[src/verilog/spw_link_pkg.sv]
`default_nettype none

package spw_link_pkg;

	// --------------------------------------------------------------------------
	// Link start states
	// --------------------------------------------------------------------------
	typedef enum logic [1:0] {
		START,
		NULLS,
		FCTS,
		RUN
	} link_state_t;

	// --------------------------------------------------------------------------
	// Flow control
	// --------------------------------------------------------------------------
	// N-chars granted per received FCT, and the ceiling
	localparam int CREDIT_STEP = 8;
	localparam int CREDIT_MAX  = 56;

	// FCTs owed to the partner, all eight-slot blocks free after reset
	localparam int FCT_OWED_MAX   = 7;
	localparam int FCT_OWED_RESET = 7;

	// Flags that steer the next character
	typedef struct packed {
		logic has_credit;
		logic fct_owed_nz;
	} credit_stat_t;

endpackage

`default_nettype wire

[src/verilog/spw_char_pkg.sv]
`default_nettype none

package spw_char_pkg;

	// --------------------------------------------------------------------------
	// Character kinds and bit counts
	// --------------------------------------------------------------------------
	typedef enum logic [2:0] {
		NULL,
		FCT,
		DATA,
		EOP,
		EEP
	} char_kind_t;

	// Bit counts with parity and flag
	localparam int CTRL_CHAR_BITS = 4;
	localparam int DATA_CHAR_BITS = 10;
	localparam int NULL_BITS      = 8;

	// Control codes in line order, left bit goes out first
	localparam logic [1:0] FCT_CODE = 2'b00;
	localparam logic [1:0] EOP_CODE = 2'b01;
	localparam logic [1:0] EEP_CODE = 2'b10;
	localparam logic [1:0] ESC_CODE = 2'b11;

	// --------------------------------------------------------------------------
	// Host word, seen as a data byte or as an end marker
	// --------------------------------------------------------------------------
	typedef struct packed {
		logic       flag;
		logic [7:0] value;
	} host_data_t;

	typedef struct packed {
		logic       flag;
		logic [5:0] unused;
		logic [1:0] end_code;
	} host_ctrl_t;

	typedef union packed {
		host_data_t data;
		host_ctrl_t ctrl;
	} host_word_u;

	typedef struct packed {
		logic       valid;
		char_kind_t kind;
		logic [7:0] payload;
	} char_req_t;

endpackage

`default_nettype wire
[src/verilog/spw_tx_top.sv]
`timescale 1ns/1ns
`default_nettype none

module spw_tx_top (
	input  logic       pclk_tx,
	input  logic       enable_tx,
	input  logic       send_null_tx,
	input  logic       send_fct_tx,
	input  logic [8:0] data_tx_i,
	input  logic       txwrite_tx,
	input  logic       gotfct_tx,
	input  logic       send_fct_now,
	output logic       tx_dout_e,
	output logic       tx_sout_e,
	output logic       ready_tx_data
);

	spw_char_pkg::char_req_t    char_req;
	spw_char_pkg::char_kind_t   char_done_kind;
	spw_link_pkg::credit_stat_t credit_stat;
	logic                       char_done;

	spw_tx_sequencer spw_tx_sequencer_i (
		.pclk_tx        (pclk_tx),
		.enable_tx      (enable_tx),
		.send_null_tx   (send_null_tx),
		.send_fct_tx    (send_fct_tx),
		.data_tx_i      (data_tx_i),
		.txwrite_tx     (txwrite_tx),
		.credit_stat    (credit_stat),
		.char_done      (char_done),
		.char_done_kind (char_done_kind),
		.ready_tx_data  (ready_tx_data),
		.char_req       (char_req)
	);

	// Counters see each completed character
	spw_tx_credit spw_tx_credit_i (
		.pclk_tx        (pclk_tx),
		.enable_tx      (enable_tx),
		.gotfct_tx      (gotfct_tx),
		.send_fct_now   (send_fct_now),
		.char_done      (char_done),
		.char_done_kind (char_done_kind),
		.credit_stat    (credit_stat)
	);

	spw_tx_ds_serializer spw_tx_ds_serializer_i (
		.pclk_tx        (pclk_tx),
		.enable_tx      (enable_tx),
		.char_req       (char_req),
		.char_done      (char_done),
		.char_done_kind (char_done_kind),
		.tx_dout_e      (tx_dout_e),
		.tx_sout_e      (tx_sout_e)
	);

endmodule

`default_nettype wire

[src/verilog/spw_tx_ds_serializer.sv]
`timescale 1ns/1ns
`default_nettype none

module spw_tx_ds_serializer (
	input  logic                     pclk_tx,
	input  logic                     enable_tx,
	input  spw_char_pkg::char_req_t  char_req,
	output logic                     char_done,
	output spw_char_pkg::char_kind_t char_done_kind,
	output logic                     tx_dout_e,
	output logic                     tx_sout_e
);

	logic                     busy;
	logic [3:0]               bit_cnt;
	logic [9:0]               shift_q;
	logic [7:0]               prev_payload;
	spw_char_pkg::char_kind_t cur_kind;
	logic                     load;
	logic                     parity;
	logic [1:0]               ctrl_code;
	logic [9:0]               char_bits;
	logic [3:0]               char_len;
	logic [7:0]               next_payload;

	// Last bit of the character is on its way to the line
	assign char_done      = busy && (bit_cnt == 4'd1);
	assign char_done_kind = cur_kind;
	assign load           = char_req.valid && (!busy || char_done);

	// --------------------------------------------------------------------------
	// Character assembly, bit 0 leaves first
	// --------------------------------------------------------------------------
	always_comb
	begin
		case (char_req.kind)
			spw_char_pkg::EOP:  ctrl_code = spw_char_pkg::EOP_CODE;
			spw_char_pkg::EEP:  ctrl_code = spw_char_pkg::EEP_CODE;
			spw_char_pkg::NULL: ctrl_code = spw_char_pkg::ESC_CODE;
			default:            ctrl_code = spw_char_pkg::FCT_CODE;
		endcase
	end

	always_comb
	begin
		if (char_req.kind == spw_char_pkg::DATA)
		begin
			// Flag is 0 here
			parity       = ~(^prev_payload);
			char_bits    = {char_req.payload, 1'b0, parity};
			char_len     = 4'(spw_char_pkg::DATA_CHAR_BITS);
			next_payload = char_req.payload;
		end
		else if (char_req.kind == spw_char_pkg::NULL)
		begin
			// ESC then FCT; the ESC code has even ones, so the FCT parity is 0
			parity       = ^prev_payload;
			char_bits    = {2'b00, spw_char_pkg::FCT_CODE[0], spw_char_pkg::FCT_CODE[1],
				1'b1, 1'b0, ctrl_code[0], ctrl_code[1], 1'b1, parity};
			char_len     = 4'(spw_char_pkg::NULL_BITS);
			next_payload = {6'd0, spw_char_pkg::FCT_CODE};
		end
		else
		begin
			parity       = ^prev_payload;
			char_bits    = {6'd0, ctrl_code[0], ctrl_code[1], 1'b1, parity};
			char_len     = 4'(spw_char_pkg::CTRL_CHAR_BITS);
			next_payload = {6'd0, ctrl_code};
		end
	end

	always_ff @(posedge pclk_tx)
	begin
		if (load)
			shift_q <= char_bits;
		else if (busy)
			shift_q <= {1'b0, shift_q[9:1]};
	end

	// --------------------------------------------------------------------------
	// Bit counter and DS lines
	// --------------------------------------------------------------------------
	always_ff @(posedge pclk_tx or negedge enable_tx)
	begin
		if (!enable_tx)
		begin
			busy         <= 1'b0;
			bit_cnt      <= 4'd0;
			cur_kind     <= spw_char_pkg::NULL;
			prev_payload <= 8'd0;
			tx_dout_e    <= 1'b0;
			tx_sout_e    <= 1'b0;
		end
		else
		begin
			if (busy)
			begin
				tx_dout_e <= shift_q[0];
				// Strobe carries the edge when data repeats
				if (shift_q[0] == tx_dout_e)
					tx_sout_e <= ~tx_sout_e;
				bit_cnt <= bit_cnt - 4'd1;
			end
			if (load)
			begin
				busy         <= 1'b1;
				bit_cnt      <= char_len;
				cur_kind     <= char_req.kind;
				prev_payload <= next_payload;
			end
			else if (char_done)
				busy <= 1'b0;
		end
	end

endmodule

`default_nettype wire

[src/verilog/spw_tx_sequencer.sv]
`timescale 1ns/1ns
`default_nettype none

module spw_tx_sequencer (
	input  logic                       pclk_tx,
	input  logic                       enable_tx,
	input  logic                       send_null_tx,
	input  logic                       send_fct_tx,
	input  logic [8:0]                 data_tx_i,
	input  logic                       txwrite_tx,
	input  spw_link_pkg::credit_stat_t credit_stat,
	input  logic                       char_done,
	input  spw_char_pkg::char_kind_t   char_done_kind,
	output logic                       ready_tx_data,
	output spw_char_pkg::char_req_t    char_req
);

	spw_link_pkg::link_state_t state;
	spw_link_pkg::link_state_t state_nxt;
	spw_char_pkg::host_word_u  hold_word;
	spw_char_pkg::char_kind_t  hold_kind;
	spw_char_pkg::char_kind_t  run_kind;
	logic                      hold_pending;
	logic                      hold_sending;
	logic                      hold_done;
	logic                      take_word;
	logic                      ready_nxt;

	// --------------------------------------------------------------------------
	// Holding register
	// --------------------------------------------------------------------------
	always_ff @(posedge pclk_tx)
	begin
		if (ready_tx_data && txwrite_tx)
			hold_word <= data_tx_i;
	end

	always_comb
	begin
		if (!hold_word.data.flag)
			hold_kind = spw_char_pkg::DATA;
		else if (hold_word.ctrl.end_code == 2'b00)
			hold_kind = spw_char_pkg::EOP;
		else
			hold_kind = spw_char_pkg::EEP;
	end

	assign take_word = char_req.valid && hold_pending && (char_req.kind == hold_kind);
	assign hold_done = hold_sending && char_done && (char_done_kind == hold_kind);

	always_comb
	begin
		if (ready_tx_data)
			ready_nxt = !txwrite_tx;
		else
			ready_nxt = !hold_pending && (!hold_sending || hold_done);
	end

	// --------------------------------------------------------------------------
	// Character choice
	// --------------------------------------------------------------------------
	// FCT first, then the held word under credit, then NULL
	always_comb
	begin
		if (credit_stat.fct_owed_nz)
			run_kind = spw_char_pkg::FCT;
		else if (hold_pending && credit_stat.has_credit)
			run_kind = hold_kind;
		else
			run_kind = spw_char_pkg::NULL;
	end

	always_comb
	begin
		state_nxt      = state;
		char_req.valid = 1'b0;
		char_req.kind  = spw_char_pkg::NULL;
		case (state)
			spw_link_pkg::START:
			begin
				// Serializer is idle until the first NULL
				if (send_null_tx)
				begin
					char_req.valid = 1'b1;
					state_nxt      = spw_link_pkg::NULLS;
				end
			end
			spw_link_pkg::NULLS:
			begin
				if (char_done)
				begin
					char_req.valid = 1'b1;
					if (send_fct_tx)
					begin
						state_nxt = spw_link_pkg::FCTS;
						if (credit_stat.fct_owed_nz)
							char_req.kind = spw_char_pkg::FCT;
					end
				end
			end
			spw_link_pkg::FCTS:
			begin
				if (char_done)
				begin
					char_req.valid = 1'b1;
					if (credit_stat.fct_owed_nz)
						char_req.kind = spw_char_pkg::FCT;
					else
					begin
						state_nxt     = spw_link_pkg::RUN;
						char_req.kind = run_kind;
					end
				end
			end
			default:
			begin
				if (char_done)
				begin
					char_req.valid = 1'b1;
					char_req.kind  = run_kind;
				end
			end
		endcase
		char_req.payload = (char_req.kind == spw_char_pkg::DATA) ? hold_word.data.value : 8'd0;
	end

	always_ff @(posedge pclk_tx or negedge enable_tx)
	begin
		if (!enable_tx)
		begin
			state         <= spw_link_pkg::START;
			ready_tx_data <= 1'b0;
			hold_pending  <= 1'b0;
			hold_sending  <= 1'b0;
		end
		else
		begin
			state         <= state_nxt;
			ready_tx_data <= ready_nxt;
			if (ready_tx_data && txwrite_tx)
				hold_pending <= 1'b1;
			else if (take_word)
				hold_pending <= 1'b0;
			if (take_word)
				hold_sending <= 1'b1;
			else if (hold_done)
				hold_sending <= 1'b0;
		end
	end

endmodule

`default_nettype wire

[src/verilog/spw_tx_credit.sv]
`timescale 1ns/1ns
`default_nettype none

module spw_tx_credit (
	input  logic                       pclk_tx,
	input  logic                       enable_tx,
	input  logic                       gotfct_tx,
	input  logic                       send_fct_now,
	input  logic                       char_done,
	input  spw_char_pkg::char_kind_t   char_done_kind,
	output spw_link_pkg::credit_stat_t credit_stat
);

	logic [5:0] credit_cnt;
	logic [2:0] fct_owed_cnt;
	logic [6:0] credit_nxt;
	logic [3:0] owed_nxt;
	logic       nchar_done;
	logic       fct_done;

	// The FCT inside a NULL has kind NULL, so it never counts here
	assign nchar_done = char_done && (char_done_kind == spw_char_pkg::DATA ||
		char_done_kind == spw_char_pkg::EOP || char_done_kind == spw_char_pkg::EEP);
	assign fct_done   = char_done && (char_done_kind == spw_char_pkg::FCT);

	always_comb
	begin
		credit_nxt = {1'b0, credit_cnt};
		if (gotfct_tx)
			credit_nxt = credit_nxt + 7'(spw_link_pkg::CREDIT_STEP);
		if (credit_nxt > 7'(spw_link_pkg::CREDIT_MAX))
			credit_nxt = 7'(spw_link_pkg::CREDIT_MAX);
		if (nchar_done && credit_nxt != 7'd0)
			credit_nxt = credit_nxt - 7'd1;
	end

	always_comb
	begin
		owed_nxt = {1'b0, fct_owed_cnt};
		if (send_fct_now)
			owed_nxt = owed_nxt + 4'd1;
		if (owed_nxt > 4'(spw_link_pkg::FCT_OWED_MAX))
			owed_nxt = 4'(spw_link_pkg::FCT_OWED_MAX);
		if (fct_done && owed_nxt != 4'd0)
			owed_nxt = owed_nxt - 4'd1;
	end

	// Flags follow the updated counts, so a character finishing now is
	// already accounted for when the next one is chosen
	assign credit_stat.has_credit  = (credit_nxt != 7'd0);
	assign credit_stat.fct_owed_nz = (owed_nxt != 4'd0);

	always_ff @(posedge pclk_tx or negedge enable_tx)
	begin
		if (!enable_tx)
		begin
			credit_cnt   <= 6'd0;
			fct_owed_cnt <= 3'(spw_link_pkg::FCT_OWED_RESET);
		end
		else
		begin
			credit_cnt   <= credit_nxt[5:0];
			fct_owed_cnt <= owed_nxt[2:0];
		end
	end

endmodule

`default_nettype wire

[config.mk]
export PLATFORM = sky130hd
export DESIGN_NAME = spw_tx_top
export DESIGN_NICKNAME = d
export VERILOG_FILES = /design/src/verilog/spw_link_pkg.sv /design/src/verilog/spw_char_pkg.sv /design/src/verilog/spw_tx_top.sv /design/src/verilog/spw_tx_ds_serializer.sv /design/src/verilog/spw_tx_sequencer.sv /design/src/verilog/spw_tx_credit.sv
export SDC_FILE = /design/constraint.sdc
export NUM_CORES = 1
export LEC_CHECK = 0
export ABC_AREA = 0
export BUFFER_PORTS_ARGS = -buffer_cell sky130_fd_sc_hd__buf_2
export CAP_MARGIN = 0
export CORE_ASPECT_RATIO = 2
export CORE_MARGIN = 5
export CORE_UTILIZATION = 60
export CTS_CLUSTER_DIAMETER = 80
export DETAILED_ROUTE_END_ITERATION = 6
export GPL_ROUTABILITY_DRIVEN = 0
export PLACE_DENSITY = 0.79
export SKIP_LAST_GASP = 1
export SYNTH_ARGS = -nofsm -noshare
export SYNTH_HDL_FRONTEND = slang
export SYNTH_SLANG_ARGS = --single-unit
[constraint.sdc]
create_clock -name pclk_tx -period 3.6 [get_ports pclk_tx]
set_clock_uncertainty 0.05 [all_clocks]
set_input_delay 0.36 -clock pclk_tx [delete_from_list [all_inputs] [get_ports pclk_tx]]
set_output_delay 0.36 -clock pclk_tx [all_outputs]
set_load 0.01 [all_outputs]
==> Word-level counts from Yosys, hierarchy flattened <==
Cells that the tools add are included.
{ "totals": {"in_bits": 16, "reg_bits": 51} }
{ "classes": {"muxes": 43, "eq_ne": 18, "n_reduce_logical": 36, "add_sub_neg": 5, "n_bitwise": 2, "n_lt_le_gt_ge": 2} }
{ "op_table": {"columns": ["cell", "count"], "rows": [
  ["4-bit 2-to-1 mux", 10],
  ["10-bit 2-to-1 mux", 3],
  ["7-bit 2-to-1 mux", 3],
  ["3-bit 2-to-1 mux", 5],
  ["7-bit nonzero test", 2],
  ["1-bit logical AND", 13],
  ["3-bit by 2-bit == test with 1-bit output (second input constant)", 4],
  ["2-bit 2-to-1 mux", 6],
  ["2-bit case mux with 3 select lines", 2],
  ["1-bit 2-to-1 mux", 10],
  ["3-bit case mux with 3 select lines", 1],
  ["8-bit 2-to-1 mux", 1],
  ["2-bit nonzero test", 4],
  ["4-bit nonzero test", 2],
  ["8-bit parity", 1],
  ["4-bit by 1-bit subtractor with 4-bit output (second input constant)", 2],
  ["6-bit by 4-bit adder with 7-bit output (second input constant)", 1],
  ["7-bit by 6-bit greater-than comparator with 1-bit output (second input constant)", 1],
  ["7-bit by 1-bit subtractor with 7-bit output (second input constant)", 1],
  ["3-bit == test", 2],
  ["3-bit == test (second input constant)", 2],
  ["6-bit 2-to-1 mux", 1],
  ["2-bit inequality test (second input constant)", 3],
  ["6-bit AND reduction", 1],
  ["other kinds (16)", 25]
]} }

==> Logic depth before layout (Yosys ltp) <==
{ "depth": {"depth_word": 19, "depth_mapped": 13, "depth_no_buf": 12} }

==> Hierarchy <==
A second synthesis with hierarchy kept.
{ "unflattened": {"cells_unflattened": 263, "area_unflattened_um2": 2917.8} }
{ "modules_own_cells": {"columns": ["module", "instances", "seq_area_each_um2", "cells_each", "area_per_inst_um2"], "rows": [
  ["spw_tx_ds_serializer", 1, 750.7, 120, 1360.1],
  ["spw_tx_credit", 1, 229.0, 83, 779.5],
  ["spw_tx_sequencer", 1, 395.4, 60, 778.2]
]} }

==> Worst setup path before layout <==
Ideal clock, no wire load.
{ "synth_path": {"kind": "flip-flop to flip-flop", "from": "reg spw_tx_credit_i.credit_cnt[3]", "to": "reg spw_tx_ds_serializer_i.shift_q[3], data pin", "path_slack_ns": 0.337, "setup_time_ns": 0.259, "stages_incl_launch_ff": 14, "arrival_time_ns": 2.954, "period_less_slack_ns": 3.263, "cell_sequence": "dfrtp_1 > ha_1 > xnor2_1 > o21a_1 > nand2_1 > ha_1 > nand2b_1 > a21oi_2 > or3_1 > o31ai_4 > nor2_1 > or3_1 > buf_2 > o31a_1"} }
{ "synth_between": {"elab_chain_cells": 19} }
{ "synth_rtl": {"columns": ["element", "line", "text"], "rows": [
  ["start, declared", "spw_tx_credit.sv:14", "logic [5:0] credit_cnt;"],
  ["start signal, assigned", "spw_tx_credit.sv:62", "credit_cnt <= credit_nxt[5:0];"],
  ["6-bit by 4-bit adder with 7-bit output", "spw_tx_credit.sv:30", "credit_nxt = credit_nxt + 7'(spw_link_pkg::CREDIT_STEP);"],
  ["7-bit 2-to-1 mux (*)", "spw_tx_credit.sv:29", "if (gotfct_tx)"],
  ["7-bit by 6-bit greater-than comparator with 1-bit output", "spw_tx_credit.sv:31", "if (credit_nxt > 7'(spw_link_pkg::CREDIT_MAX))"],
  ["7-bit 2-to-1 mux (*)", "spw_tx_credit.sv:31", null],
  ["branches (longest 2 deep; another with 7-bit by 1-bit subtractor with 7-bit output)", null, null],
  ["7-bit 2-to-1 mux (*)", "spw_tx_credit.sv:33", "if (nchar_done && credit_nxt != 7'd0)"],
  ["7-bit nonzero test (*)", "spw_tx_credit.sv:50", "assign credit_stat.has_credit = (credit_nxt != 7'd0);"],
  ["1-bit logical AND (*)", "spw_tx_sequencer.sv:67", "else if (hold_pending && credit_stat.has_credit)"],
  ["[... 2 more ...]", null, null],
  ["3-bit 2-to-1 mux", "spw_tx_sequencer.sv:106", "if (credit_stat.fct_owed_nz)"],
  ["4-bit 2-to-1 mux", "spw_tx_sequencer.sv:103", "if (char_done)"],
  ["3-bit case mux with 3 select lines (*)", "spw_tx_sequencer.sv:78", "case (state)"],
  ["3-bit == test, or another cell as far along", "spw_tx_ds_serializer.sv:36", "case (char_req.kind)"],
  ["2-bit case mux with 3 select lines", "spw_tx_ds_serializer.sv:36", null],
  ["6-bit 2-to-1 mux", "spw_tx_ds_serializer.sv:54", "else if (char_req.kind == spw_char_pkg::NULL)"],
  ["10-bit 2-to-1 mux (*)", "spw_tx_ds_serializer.sv:46", "if (char_req.kind == spw_char_pkg::DATA)"],
  ["10-bit 2-to-1 mux (*)", "spw_tx_ds_serializer.sv:74", "if (load)"],
  ["end signal, assigned", "spw_tx_ds_serializer.sv:75", "shift_q <= char_bits;"],
  ["end signal, assigned", "spw_tx_ds_serializer.sv:77", "shift_q <= {1'b0, shift_q[9:1]};"],
  ["end, declared", "spw_tx_ds_serializer.sv:16", "logic [9:0] shift_q;"]
]} }
Mark *: on every way between the ends.
A chain may end at the register's enable or synchronous reset.

==> Worst setup path after layout <==
Ends and elaborated chain as after synthesis.

==> qor.txt <==
================================================================================
Outcome ........................................................... finished, final reports clean
Worst flop-to-flop path startpoint ................................ spw_tx_credit_i.credit_cnt[3]$_DFF_PN0_
Power Internal ....................................................      1.46 mW
Switching power summed over all nets ..............................       933 uW
Met2 Resource Use GR ..............................................        0.374
Detailed router's first-iteration violation count .................           77
Largest net degree at the start of global routing .................           33
Number of flops mapped to enable cells by yosys ...................           19
Share of synthesized flip-flops with an asynchronous set or reset .        0.627
Number of buffers created by CTS ..................................            5
Highest clock rate ................................................    0.295 GHz
Clock-pin transition on the worst setup and hold timing paths .....      0.09 ns
Average size of a mapped cell .....................................     10.9 um2
Post-CTS setup-driven buffer insertion count ......................            0
Final Util ........................................................        0.672
Largest voltage drop on the vdd net ...............................     0.612 mV
Buffers added on ports ............................................           18
Netlist Area Pre-Place ............................................     2810 um2
Placeable core region .............................................     4600 um2
Sequential fraction of the synthesis area .........................        0.489
Register cell area after layout ...................................     1380 um2
Sw Share ..........................................................        0.390
Data arrival time of the critical path ............................      3.40 ns
Gr ovfl total .....................................................            0
Mean number of vias per cell ......................................         6.14
Number of global-route vias before repair .........................        2,117
Initial Util ......................................................        0.612
Total die area ....................................................     6240 um2
Global route hottest layer ........................................         met2
Remaining antenna violation count .................................            0
Share of total power in combinational logic .......................        0.440
Worst setup path start ............................................ spw_tx_credit_i.credit_cnt[3]$_DFF_PN0_
Slew at the pin closest to its max-slew limit .....................     0.719 ns
Met1 routing resource usage after global routing ..................        0.207
Most common cell in the synthesized netlist ....................... sky130_fd_sc_hd__dfrtp_1
Tightest Hold Check Type .......................................... primary input to asynchronous set/reset pin
Share of the synthesized area in the top cell type ................        0.258
Cell leakage power ................................................      1.31 nW
Final clock period utilization by the worst path ..................        0.940
Skew-Pair Late Insertion Delay ....................................      0.31 ns
Worst slew margin .................................................        0.521
Cell with the biggest individual delay on the critical path ....... sky130_fd_sc_hd__dfrtp_2
Final Critical Period .............................................      3.39 ns
Nets in the synthesized netlist ...................................          285
PwrDens ...........................................................   774 nW/um2
Antenna violations before repair ..................................            0
Ratio of cells with drive above 1 in the final layout .............        0.185
Setup Viol. Count Final ...........................................            0
Number of H-tree levels ...........................................            2
Max Transition Viols Final ........................................            0
Endpoints failing hold ............................................            0
RSZ-0062 raised after global routing ..............................           no
Number of buffers inserted by hold repair at cts ..................            0
Number of synthesized register bits ...............................           51
Total wirelength of the detailed-routed design ....................      5510 um
Number of different library cells in the post-synthesis netlist ...           58
Clock tree from TritonCTS .........................................          yes
Cell repeated most along the worst path ........................... sky130_fd_sc_hd__ha_1
Max FO, Critical Path .............................................            9
Die Width .........................................................      58.4 um
Commonest cells in the synthesized netlist ........................ sky130_fd_sc_hd__dfrtp_1, sky130_fd_sc_hd__nand2_1, sky130_fd_sc_hd__edfxtp_1
List of cells traversed by the critical path ...................... ha_1 -> xnor2_2 -> o21a_2 -> nand2_1 -> ha_1 -> nand2b_1 -> a21oi_2 -> or3_1 -> o31ai_4 -> nor2_1 -> or3_4 -> o31a_1
Fill cells ........................................................          362
Synthesized instance count ........................................          258
Crit path buffers/inverters .......................................            0
First-pass GRT wire length ........................................      9560 um
Via count .........................................................        2,062
Total of warnings raised by yosys .................................            0
Die Span Y ........................................................       107 um
Register share of total power .....................................        0.420
Final net count ...................................................          307
Multi-input gate area .............................................     1410 um2
Max-capacitance violation count ...................................            0
Startpoint-to-endpoint class of the critical path ................. flop to flop
Maximum cell stage delay along the critical path ..................      0.46 ns
Clock root buffer ................................................. sky130_fd_sc_hd__clkbuf_8
Area Growth Syn to Fin ............................................        9.79%
Count of boundary I/O pins ........................................           19
Met3 Resource Use GR ..............................................       0.0337
Final antenna diode count .........................................            0
Aggregate global-route resource usage .............................        0.198
Drt drc ...........................................................            0
Area contributors post-synth ...................................... sky130_fd_sc_hd__dfrtp_1, sky130_fd_sc_hd__edfxtp_1, sky130_fd_sc_hd__xnor2_1, sky130_fd_sc_hd__ha_1, sky130_fd_sc_hd__nand2_1
Critical path capture point type ..................................         flop
Startpoint type of the worst setup path ...........................         flop
Final-layout setup total negative slack ...........................         0 ns
Post-cts repair resize count ......................................            0
HPWL after detailed placement .....................................      4220 um
First-pass iteration count of the detailed router .................            4
Clk network pwr share .............................................        0.140
Wire per inst .....................................................      16.4 um
Worst Path Required ...............................................      3.62 ns
Dominant synthesized flop cell .................................... sky130_fd_sc_hd__dfrtp_1
# rows ............................................................           35
TritonCTS Sinks ...................................................           51
Number of buffers on the longest clock path .......................            2
Leading area contributor after synthesis .......................... sky130_fd_sc_hd__dfrtp_1
Top delay family on crit path ..................................... simple AND/OR/NAND/NOR gates
================================================================================
-- sequential cells by signal, summed over array words and instances (netlist names) --
register	count
spw_tx_ds_serializer_i.shift_q	10
spw_tx_sequencer_i.hold_word	9
spw_tx_ds_serializer_i.prev_payload	8
spw_tx_credit_i.credit_cnt	6
spw_tx_ds_serializer_i.bit_cnt	4
spw_tx_credit_i.fct_owed_cnt	3
spw_tx_ds_serializer_i.char_done_kind	3
spw_tx_sequencer_i.state	2
spw_tx_ds_serializer_i.busy	1
spw_tx_ds_serializer_i.tx_dout_e	1
spw_tx_ds_serializer_i.tx_sout_e	1
spw_tx_sequencer_i.hold_pending	1
spw_tx_sequencer_i.hold_sending	1
spw_tx_sequencer_i.ready_tx_data	1
-- through the flow --
step	instances	hold slack (ns)	area, um2	setup WS [ns]	power, mW
2_1_floorplan	258	0.0144	2810	0.337	1.79
6_report	336	0.0462	3090	0.215	2.39
3_5_place_dp	328	0.411	2970	0.0804	2.04
4_1_cts	336	0.0811	3060	0.0682	2.38
3_3_place_gp	328	0.406	2970	0.196	2.00
5_1_grt	336	0.115	3090	0.0112	2.59
-- cells in the final DEF, fill, tap and decap left out, types with 4 or more instances in the layout --
master	instances
sky130_fd_sc_hd__xnor2_1	15
sky130_fd_sc_hd__mux2i_1	4
sky130_fd_sc_hd__a211oi_1	4
sky130_fd_sc_hd__o21ai_0	9
sky130_fd_sc_hd__nand3_1	6
sky130_fd_sc_hd__a21oi_1	4
sky130_fd_sc_hd__clkbuf_8	5
sky130_fd_sc_hd__nand2_1	28
sky130_fd_sc_hd__a21o_1	5
sky130_fd_sc_hd__and2_1	5
sky130_fd_sc_hd__inv_1	8
sky130_fd_sc_hd__ha_1	11
sky130_fd_sc_hd__nor2_1	17
sky130_fd_sc_hd__dfrtp_1	28
sky130_fd_sc_hd__buf_2	18
sky130_fd_sc_hd__edfxtp_1	19
sky130_fd_sc_hd__nor4_1	5
sky130_fd_sc_hd__nand3b_1	4
sky130_fd_sc_hd__a22o_1	11
-- logic make-up (layout without fill, tap and decap cells) --
kind of cell / after synthesis / after routing / share of synthesized area
XOR/XNOR: 19 / 19 / 0.0592
flip-flops: 51 / 51 / 0.489
AO/OA/AOI/OAI: 67 / 67 / 0.190
AND/OR/NAND/NOR: 89 / 89 / 0.165
adder cells (fa/ha/maj): 11 / 11 / 0.0489
multiplexers: 7 / 7 / 0.0262
buffers and inverters: 14 / 37 / 0.0209
-- cell type report --
| cell class | count | share of cell area |
|---|---|---|
| multi-input combinational | 193 | 0.456 |
| sequential | 51 | 0.446 |
| timing repair buffer | 21 | 0.0365 |
| clock buffer | 5 | 0.0223 |
| tap | 55 | 0.0223 |
| inverter | 8 | 0.00972 |
| clock inverter | 3 | 0.00729 |
-- worst reg2reg max path, cell delays in order, from the launching register on --
cell	delay [ns]
sky130_fd_sc_hd__dfrtp_2	0.46
sky130_fd_sc_hd__ha_1	0.28
sky130_fd_sc_hd__xnor2_2	0.16
sky130_fd_sc_hd__o21a_2	0.22
sky130_fd_sc_hd__nand2_1	0.10
sky130_fd_sc_hd__ha_1	0.24
sky130_fd_sc_hd__nand2b_1	0.13
sky130_fd_sc_hd__a21oi_2	0.07
sky130_fd_sc_hd__or3_1	0.35
sky130_fd_sc_hd__o31ai_4	0.26
sky130_fd_sc_hd__nor2_1	0.10
sky130_fd_sc_hd__or3_4	0.43
sky130_fd_sc_hd__o31a_1	0.29
-- power groups by stage --
| stage | Combinational [mW] | Clock (mW) | Sequential [mW] |
|---|---|---|---|
| floorplan | 0.827 | 0 | 0.959 |
| global placement | 1.00 | 0 | 0.998 |
| detailed placement | 1.03 | 0 | 1.01 |
| CTS | 1.04 | 0.341 | 0.999 |
| global route | 1.19 | 0.374 | 1.03 |
| finish | 1.05 | 0.334 | 1.00 |
-- worst paths after layout --
| path | to | slack, ns | cells after the start |
|---|---|---|---|
| max | spw_tx_ds_serializer_i.shift_q[3]$_DFFE_PP_ | 0.21 | 12 |
| min | spw_tx_ds_serializer_i.tx_sout_e$_DFFE_PN0P_ | 0.05 | 1 |
| max reg2reg | spw_tx_ds_serializer_i.shift_q[3]$_DFFE_PP_ | 0.21 | 12 |
| min reg2reg | spw_tx_ds_serializer_i.tx_sout_e$_DFFE_PN0P_ | 0.42 | 1 |
| max in group asynchronous | spw_tx_credit_i.credit_cnt[3]$_DFF_PN0_ | 2.94 | 1 |
| min in group pclk_tx | spw_tx_sequencer_i.hold_word[4]$_DFFE_PP_ | 0.17 | 1 |
-- per-layer routing --
layer  vias up  wire length (um)
li1        997                 -
met1      1022              2060
met2        35              3180
met3         8               175
met4         0                87
met5         -                 0
No activity file was read; power rests on OpenSTA's default activity.
